<file path="config.mk">
export PLATFORM = sky130hd
export DESIGN_NAME = macTop
export DESIGN_NICKNAME = d
export VERILOG_FILES = /design/src/hdl/macPkg.sv /design/src/hdl/macTop.sv /design/src/hdl/macSequencer.sv /design/src/hdl/mulAddSgn.sv /design/src/hdl/prefixAdder.sv /design/src/hdl/addMopCsv.sv /design/src/hdl/compressorSlice.sv /design/src/hdl/mulPPGenSgn.sv
export SDC_FILE = /design/constraint.sdc
export NUM_CORES = 1
export LEC_CHECK = 0
export BUFFER_PORTS_ARGS = -buffer_cell sky130_fd_sc_hd__clkbuf_2
export CELL_PAD_IN_SITES_DETAIL_PLACEMENT = 1
export CELL_PAD_IN_SITES_GLOBAL_PLACEMENT = 1
export CORE_MARGIN = 2
export CORE_UTILIZATION = 52
export CTS_CLUSTER_SIZE = 30
export DETAILED_ROUTE_END_ITERATION = 16
export GPL_TIMING_DRIVEN = 1
export PLACE_DENSITY = 0.86
export SYNTH_ARGS = -nofsm -noshare
export SYNTH_HDL_FRONTEND = slang
export SYNTH_SLANG_ARGS = --single-unit
</file>
<file path="constraint.sdc">
create_clock -name clk -period 10.58 [get_ports clk]
set_input_delay 1.058 -clock clk [delete_from_list [all_inputs] [get_ports clk]]
set_output_delay 1.058 -clock clk [all_outputs]
set_load 0.005 [all_outputs]
</file>
<file path="src/hdl/macPkg.sv">
`default_nettype none

package macPkg;

	localparam int widthX = 8;                        // multiplier
	localparam int widthY = 8;                        // multiplicand
	localparam int widthP = widthX + widthY;          // full product
	localparam int widthA = 20;                       // accumulator, augend and sum
	localparam int numRows = widthX + 2;              // bit product rows plus two correction rows
	localparam int prefixLevels = $clog2(widthA);     // depth of the sklansky tree

	typedef logic [widthX-1:0] opX;                   // signed multiplier
	typedef logic [widthY-1:0] opY;                   // signed multiplicand
	typedef logic [widthP-1:0] prod;                  // one partial product row
	typedef logic [widthA-1:0] accum;                 // wraps mod 2**20
	typedef logic [numRows-1:0][widthP-1:0] ppRows;   // row k at index k

	// one request on the input port
	typedef struct packed {
		opX   x;
		opY   y;
		logic first;   // start a new sum
		logic last;    // return the sum after this product
	} macReq;

	// one result on the output port
	typedef struct packed {
		accum sum;
	} macRsp;

	// sequencer states
	typedef enum logic [1:0] {
		idle,          // inAck and rspReq both low
		accepted,      // inAck high, waiting for inReq to drop
		resultHeld     // rspReq high, waiting for rspAck
	} seqState;

endpackage

`default_nettype wire
</file>
<file path="src/hdl/macTop.sv">
`timescale 1ns/1ps
`default_nettype none

module macTop (
	input  logic          clk,
	input  logic          rstN,
	input  logic          inReq,
	input  macPkg::macReq inData,
	output logic          inAck,
	output logic          rspReq,
	output macPkg::macRsp rspData,
	input  logic          rspAck
);

	macPkg::opX   mulX;
	macPkg::opY   mulY;
	macPkg::accum augend;
	macPkg::accum mulSum;

	macSequencer seq (
		.clk    (clk),
		.rstN   (rstN),
		.inReq  (inReq),
		.inData (inData),
		.inAck  (inAck),
		.rspReq (rspReq),
		.rspData(rspData),
		.rspAck (rspAck),
		.mulX   (mulX),
		.mulY   (mulY),
		.augend (augend),
		.mulSum (mulSum)
	);

	// sklansky prefix, tree compressors
	mulAddSgn #(
		.speed(2)
	) mulAdd (
		.x(mulX),
		.y(mulY),
		.a(augend),
		.p(mulSum)
	);

endmodule

`default_nettype wire

</file>
<file path="src/hdl/macSequencer.sv">
`timescale 1ns/1ps
`default_nettype none

module macSequencer (
	input  logic          clk,
	input  logic          rstN,
	input  logic          inReq,
	input  macPkg::macReq inData,
	output logic          inAck,
	output logic          rspReq,
	output macPkg::macRsp rspData,
	input  logic          rspAck,
	output macPkg::opX    mulX,     // to the multiplier-adder
	output macPkg::opY    mulY,
	output macPkg::accum  augend,
	input  macPkg::accum  mulSum    // mulX * mulY + augend
);

	macPkg::seqState state;
	macPkg::seqState stateNext;
	macPkg::accum    acc;
	logic            accept;

	// idle already implies inAck and rspReq low
	assign accept = (state == macPkg::idle) && inReq && !rspAck;

	assign mulX = inData.x;
	assign mulY = inData.y;
	assign augend = inData.first ? '0 : acc;   // first drops the old sum

	always_comb begin
		stateNext = state;
		case (state)
			macPkg::idle: begin
				if (accept) begin
					stateNext = inData.last ? macPkg::resultHeld : macPkg::accepted;
				end
			end
			macPkg::accepted: begin
				if (!inReq) begin
					stateNext = macPkg::idle;
				end
			end
			macPkg::resultHeld: begin
				// input side may still be mid handshake
				if (rspAck) begin
					stateNext = (inAck && inReq) ? macPkg::accepted : macPkg::idle;
				end
			end
			default: stateNext = macPkg::idle;
		endcase
	end

	always_ff @(posedge clk) begin
		if (!rstN) begin
			state <= macPkg::idle;
			inAck <= 1'b0;
			rspReq <= 1'b0;
			acc <= '0;
		end else begin
			state <= stateNext;
			if (accept) begin
				inAck <= 1'b1;
				acc <= mulSum;            // new running sum
			end else if (!inReq) begin
				inAck <= 1'b0;            // phase four of the input side
			end
			if (accept && inData.last) begin
				rspReq <= 1'b1;
			end else if (rspAck) begin
				rspReq <= 1'b0;
			end
		end
	end

	// result held until the next last
	always_ff @(posedge clk) begin
		if (accept && inData.last) begin
			rspData.sum <= mulSum;
		end
	end

	inDataHold: assert property (@(posedge clk) disable iff (!rstN)
		inReq && !inAck |=> inAck || $stable(inData))
		else $error("inData changed while the request was still open");

	rspHold: assert property (@(posedge clk) disable iff (!rstN)
		rspReq && !rspAck |=> rspReq && $stable(rspData))
		else $error("rspReq or rspData moved before rspAck");

	// port view, both handshakes idle and a request waiting
	ackNeedsReq: assert property (@(posedge clk) disable iff (!rstN)
		$rose(inAck) |-> $past(inReq && !inAck && !rspReq && !rspAck))
		else $error("inAck rose without an acceptable request");

endmodule

`default_nettype wire

</file>
<file path="src/hdl/mulAddSgn.sv">
`timescale 1ns/1ps
`default_nettype none

module mulAddSgn #(
	parameter int speed = 2   // passed to the compressors and the final adder
) (
	input  macPkg::opX   x,   // multiplier
	input  macPkg::opY   y,   // multiplicand
	input  macPkg::accum a,   // augend
	output macPkg::accum p    // x * y + a
);

	macPkg::ppRows pp;
	macPkg::prod   ppSum;
	macPkg::prod   ppCarry;
	macPkg::accum  extSum;
	macPkg::accum  extCarry;
	macPkg::accum  csaSum;
	macPkg::accum  csaCarryRaw;
	macPkg::accum  csaCarry;

	mulPPGenSgn ppGen (
		.x (x),
		.y (y),
		.pp(pp)
	);

	// ten rows down to sum and carry
	addMopCsv #(
		.speed(speed)
	) ppTree (
		.rows (pp),
		.sum  (ppSum),
		.carry(ppCarry)
	);

	// sign extension, sum counts as signed, carry as unsigned
	// ones in the carry cancel the 2**16 offset of the rows
	assign extSum = {{(macPkg::widthA-macPkg::widthP-1){1'b0}}, ~ppSum[macPkg::widthP-1], ppSum};
	assign extCarry = {{(macPkg::widthA-macPkg::widthP){1'b1}}, ppCarry};

	// 3:2 row for the augend
	assign csaSum = a ^ extSum ^ extCarry;
	assign csaCarryRaw = (a & extSum) | (extCarry & (a ^ extSum));
	assign csaCarry = {csaCarryRaw[macPkg::widthA-2:0], 1'b0};   // top carry wraps

	prefixAdder #(
		.speed(speed)
	) finalAdd (
		.a(csaSum),
		.b(csaCarry),
		.s(p)
	);

endmodule

`default_nettype wire

</file>
<file path="src/hdl/prefixAdder.sv">
`timescale 1ns/1ps
`default_nettype none

module prefixAdder #(
	parameter int speed = 2   // 0 serial prefix, 2 sklansky
) (
	input  macPkg::accum a,
	input  macPkg::accum b,
	output macPkg::accum s    // a + b mod 2**20
);

	macPkg::accum gen;
	macPkg::accum prop;
	macPkg::accum half;
	macPkg::accum grpGen;     // carry out of bits [i:0]

	assign gen = a & b;
	assign prop = a | b;      // or form, enough for the carries
	assign half = a ^ b;

	if (speed == 0) begin : serialPrefix
		always_comb begin
			grpGen[0] = gen[0];
			for (int i = 1; i < macPkg::widthA; i++) begin
				grpGen[i] = gen[i] | (prop[i] & grpGen[i-1]);   // one node per bit
			end
		end
	end else begin : sklanskyPrefix
		logic [macPkg::prefixLevels:0][macPkg::widthA-1:0] gLvl;
		logic [macPkg::prefixLevels:0][macPkg::widthA-1:0] pLvl;

		always_comb begin
			int j;

			j = 0;
			gLvl[0] = gen;
			pLvl[0] = prop;
			for (int l = 1; l <= macPkg::prefixLevels; l++) begin
				gLvl[l] = gLvl[l-1];   // lower half of each group passes through
				pLvl[l] = pLvl[l-1];
				for (int i = 0; i < macPkg::widthA; i++) begin
					if (((i >> (l - 1)) % 2) == 1) begin
						// upper half joins the top bit of the lower half
						j = ((i >> (l - 1)) << (l - 1)) - 1;
						gLvl[l][i] = gLvl[l-1][i] | (pLvl[l-1][i] & gLvl[l-1][j]);
						pLvl[l][i] = pLvl[l-1][i] & pLvl[l-1][j];
					end
				end
			end
		end

		assign grpGen = gLvl[macPkg::prefixLevels];
	end

	// carry into bit i is the group generate of bits below
	assign s = half ^ {grpGen[macPkg::widthA-2:0], 1'b0};

endmodule

`default_nettype wire

</file>
<file path="src/hdl/addMopCsv.sv">
`timescale 1ns/1ps
`default_nettype none

module addMopCsv #(
	parameter int speed = 1   // 0 linear slices, otherwise trees
) (
	input  macPkg::ppRows rows,
	output macPkg::prod   sum,
	output macPkg::prod   carry   // already weighted, bit 0 is zero
);

	logic [macPkg::widthP-1:0][macPkg::numRows-1:0] byWeight;  // column i, bit k of row k
	macPkg::prod carryRaw;                                      // before the shift

	// regroup by weight
	always_comb begin
		for (int i = 0; i < macPkg::widthP; i++) begin
			for (int k = 0; k < macPkg::numRows; k++) begin
				byWeight[i][k] = rows[k][i];
			end
		end
	end

	for (genvar i = 0; i < macPkg::widthP; i++) begin : bits
		logic [macPkg::numRows-4:0] cIn;
		logic [macPkg::numRows-4:0] cOut;   // top slice's carries fall off at 2**16

		if (i == 0) begin : bottom
			assign cIn = '0;
		end else begin : upper
			assign cIn = bits[i-1].cOut;
		end

		compressorSlice #(
			.speed(speed == 0 ? 0 : 1)
		) slice (
			.bitsIn    (byWeight[i]),
			.carryIn   (cIn),
			.sumOut    (sum[i]),
			.carryOut  (carryRaw[i]),
			.carriesOut(cOut)
		);
	end

	assign carry = {carryRaw[macPkg::widthP-2:0], 1'b0};   // msb carry wraps out

endmodule

`default_nettype wire

</file>
<file path="src/hdl/compressorSlice.sv">
`timescale 1ns/1ps
`default_nettype none

module compressorSlice #(
	parameter int speed = 1   // 0 linear chain, otherwise tree
) (
	input  logic [macPkg::numRows-1:0] bitsIn,      // all bits of one weight
	input  logic [macPkg::numRows-4:0] carryIn,     // from the slice one weight below
	output logic                       sumOut,
	output logic                       carryOut,    // to the next weight
	output logic [macPkg::numRows-4:0] carriesOut   // intermediate carries, next weight
);

	logic [3*macPkg::numRows-6:0] fifo;      // inputs first, then sums and parked carries
	logic [macPkg::numRows-3:0]   faCarry;   // one per full adder

	always_comb begin
		logic a;
		logic b;
		logic c;

		fifo[macPkg::numRows-1:0] = bitsIn;
		// carries in sit in the odd slots behind the inputs
		for (int i = 0; i < macPkg::numRows-3; i++) begin
			fifo[macPkg::numRows+2*i+1] = carryIn[i];
		end

		for (int i = 0; i < macPkg::numRows-2; i++) begin
			if (speed == 0 && i > 0) begin
				// linear: running sum + parked carry + next input bit
				a = fifo[i+2];
				b = fifo[macPkg::numRows+2*i-1];
				c = fifo[macPkg::numRows+2*i-2];
			end else begin
				// tree: always the oldest three entries
				a = fifo[3*i];
				b = fifo[3*i+1];
				c = fifo[3*i+2];
			end
			fifo[macPkg::numRows+2*i] = a ^ b ^ c;         // sum appended to the fifo
			faCarry[i] = (a & b) | (c & (a ^ b));
		end
	end

	assign sumOut = fifo[3*macPkg::numRows-6];               // last appended sum
	assign carryOut = faCarry[macPkg::numRows-3];            // carry of the final adder
	assign carriesOut = faCarry[macPkg::numRows-4:0];

endmodule

`default_nettype wire

</file>
<file path="src/hdl/mulPPGenSgn.sv">
`timescale 1ns/1ps
`default_nettype none

module mulPPGenSgn (
	input  macPkg::opX    x,    // multiplier
	input  macPkg::opY    y,    // multiplicand
	output macPkg::ppRows pp    // rows to be summed mod 2**16
);

	// baugh-wooley, rows sum to product + 2**16
	always_comb begin
		pp = '0;

		// plain bit products, sign column of y inverted on x
		for (int i = 0; i < macPkg::widthX-1; i++) begin
			for (int k = 0; k < macPkg::widthY-1; k++) begin
				pp[i][i+k] = x[i] & y[k];
			end
			pp[i][i+macPkg::widthY-1] = ~x[i] & y[macPkg::widthY-1];
		end

		// sign row of x, magnitude bits of y inverted
		for (int k = 0; k < macPkg::widthY-1; k++) begin
			pp[macPkg::widthX-1][macPkg::widthX-1+k] = x[macPkg::widthX-1] & ~y[k];
		end
		// both sign bits, positive weight
		pp[macPkg::widthX-1][macPkg::widthP-2] = x[macPkg::widthX-1] & y[macPkg::widthY-1];

		// correction for the inverted x sign row
		pp[macPkg::widthX][macPkg::widthP-2] = ~x[macPkg::widthX-1];
		pp[macPkg::widthX][macPkg::widthX-1] = x[macPkg::widthX-1];

		// correction for the inverted y sign column
		pp[macPkg::widthX+1][macPkg::widthP-1] = 1'b1;   // constant, sets the 2**16 offset
		pp[macPkg::widthX+1][macPkg::widthP-2] = ~y[macPkg::widthY-1];
		pp[macPkg::widthX+1][macPkg::widthY-1] = y[macPkg::widthY-1];
	end

endmodule

`default_nettype wire

</file>
==> flow_summary.ini <==
[run_status]
status = completed

[logic_synthesis]
synth_area_um2 = 4848
syn-instance-count = 484
ys_dominant_reg_cell = dfxtp_1
synth_fp_nets = 633
synth_area_leaders = fa_1 (22%), ha_1 (19%), edfxtp_1 (12%)
synth_seq_area_share_pct = 22.30
synth.top_cells.by_count = inv_1 (81), ha_1 (73), fa_1 (54)
yosys_register_bits = 44
yosysTopAreaCellShare_pct = 22.30
synth_area_per_cell_um2 = 10.02
synth_top_cell_by_area = fa_1
synth_edf_count = 20
ys_warn_count = 0
synth.most_common_cell = inv_1
async_reset_ff_share_pct = 0
ys_types = 48

[timing]
layout_worst_path_cycle_share_pct = 60.43
max_slew_margin_pct = 38.79
fin_worst_skew_ps = 9.443
fin_setup_tns_ps = 0
tightest_slew_ps = 917.1
rsz0062_at_grt = no
min_period_ps = 6393
fmax_ghz = 0.1564
finalHoldViolCount = 0
setup_viol = 0
finalMaxSlewViolations = 0

[grt]
grt_max_degree = 31
antenna_found_initial = 0
track_usage_pct = 22.90
grt_overflow = 0
grt_pass1_wl_um = 18100
grt_pass1_vias = 3838

[placed_design]
finalWeightedCongestion = 0.8182
hpwl_um = 8702
dp.cells = 630
io_buffers = 43

[detailed_routing]
routed_wl_um = 10860
drcViolationCount = 0
drt_iter0_drc = 99
wire_per_inst_um = 17.03
via_count = 3435
drt-vias-per-instance = 5.384
ant_nets = 0
first_pass_iters = 5

[worst_setup_path]
r2r_start = seq.acc[12]$_SDFFE_PN0P_
startpoint_type = input port
crit_arrival_ps = 6580
crit_required_ps = 10770
reg2reg_slack_ps = 7070
worst-r2r-cell-count = 11
reg2reg_to = seq.acc[19]$_SDFFE_PN0P_
worstSetupPathType = in2reg
cp-end-kind = flop
crit_path_max_fanout = 9

[clocking]
cts_buffer_depth = 2
numCtsBuffers = 5
cts_resized = 0
hold_buffers = 0
post-cts-setup-buffers = 0
root_buffer = clkbuf_8
clock_latency_ps = 300
cts_tree = built
clkSinkCount = 44
path_clk_slew_ps = 80
htreeDepth = 2

[pwr]
ir_drop_mv = 0.09526
power.density_nw_per_um2 = 196.1
cellLeakagePower_nw = 2.572

[worst_hold_path]
holdPathEnd = seq.acc[12]$_SDFFE_PN0P_
hold_class = reg2reg
holdPathStages = 2
hp-start = seq.acc[12]$_SDFFE_PN0P_

[flow_run]
maxCapViolations = 0

[final_layout]
syn_to_final_growth_pct = 8.516
drive_gt1_share_pct = 11.57
num-fill-cells = 1063
fin_cells = 638
seq_area_um2 = 1081
nets = 675
antennaDiodeCount = 0
multi_input_area_um2 = 3430

[die]
die_h_um = 100.6
io-pin-count = 44
core_um2 = 9153
row_count = 35
die_area_um2 = 10110
start_util_pct = 52.97
die_w_um = 100.6
-- worst max path at each step --
stage / from / end / cells past startpoint
6_report: inData[9] / seq.acc[19]$_SDFFE_PN0P_ / 19
5_1_grt: inData[9] / seq.acc[19]$_SDFFE_PN0P_ / 19
4_1_cts: inData[9] / seq.acc[19]$_SDFFE_PN0P_ / 19
3_5_place_dp: inData[9] / seq.acc[19]$_SDFFE_PN0P_ / 19
3_3_place_gp: inData[9] / seq.acc[19]$_SDFFE_PN0P_ / 19
2_1_floorplan: inData[9] / seq.acc[19]$_SDFFE_PN0P_ / 18
-- layout by cell type, fill, tap and decap left out, types with 4 or more instances in the layout --
master / netlist / final
a21boi_0: 12 / 12
a21oi_1: 7 / 7
and2_1: 45 / 45
and3_1: 5 / 5
clkbuf_2: 0 / 43
clkbuf_8: 0 / 5
dfxtp_1: 24 / 24
edfxtp_1: 20 / 20
fa_1: 54 / 54
ha_1: 73 / 73
inv_1: 81 / 81
nand2_1: 38 / 38
nand2b_1: 9 / 9
nor2_1: 21 / 21
nor2b_1: 23 / 23
o21ai_0: 4 / 4
xnor2_1: 10 / 10
xor2_1: 6 / 6
-- worst max-delay path: stages --
cell,delay [ps]
clkbuf_2,90
clkinv_1,190
nor2_1,100
fa_1,540
inv_1,50
fa_1,380
inv_1,80
fa_1,420
fa_1,520
fa_1,450
fa_1,600
inv_1,70
ha_1,200
or3_1,380
a2111oi_4,380
nor4b_4,120
o41ai_4,340
mux2_1,370
o31a_1,230
-- cell families (layout without fill, tap and decap cells) --
family / count (synthesis) / in the layout / synth area share [%]
buffers and inverters: 91 / 134 / 7.097
AO/OA/AOI/OAI: 46 / 46 / 7.975
AND/OR/NAND/NOR: 158 / 158 / 18.17
XOR/XNOR: 16 / 16 / 2.890
adder cells (fa/ha/maj): 127 / 127 / 41.14
flip-flops: 44 / 44 / 22.30
multiplexers: 2 / 2 / 0.4387
-- report_power, final --
part	internal, W	switching (W)
logic	0.000286	0.000386
clock network	0.0000465	0.0000581
registers	0.000238	0.0000160
-- per-layer routing --
metal | vias to the layer above | GRT usage, % | wire length [µm]
li1 | 1618 | - | -
met1 | 1759 | 26.59 | 4316
met2 | 39 | 43.62 | 6096
met3 | 19 | 2.427 | 178
met4 | 0 | 7.692 | 272
met5 | - | 0 | 0
-- state kept, by name, summed over array words and instances, names as in the netlist --
| register | flops |
|---|---|
| seq.acc | 20 |
| seq.rspData | 20 |
| seq.state | 2 |
| seq.inAck | 1 |
| seq.rspReq | 1 |
-- area by class of cell --
type	count	share of cell area (%)
Clock inverter	1	0.09512
Tap cell	111	2.640
Timing Repair Buffer	44	4.233
Inverter	82	5.850
Clock buffer	7	1.451
Multi-Input combinational cell	349	65.18
Sequential cell	44	20.55
-- through the flow --
step | total power (W) | cell area [µm²] | utilization [%] | worst slack (ps) | hold slack, ps
floorplan | 0.0007507 | 4848 | - | 4319 | 438.8
global placement | 0.0008745 | 5180 | 56.60 | 3993 | 448.8
detailed placement | 0.0009226 | 5180 | 56.60 | 3880 | 463.8
CTS | 0.001044 | 5261 | 57.48 | 4175 | 475.3
global route | 0.001135 | 5261 | 57.48 | 3974 | 510.7
finish | 0.001032 | 5261 | 57.48 | 4187 | 470.2
No activity file was read; power rests on OpenSTA's default activity.
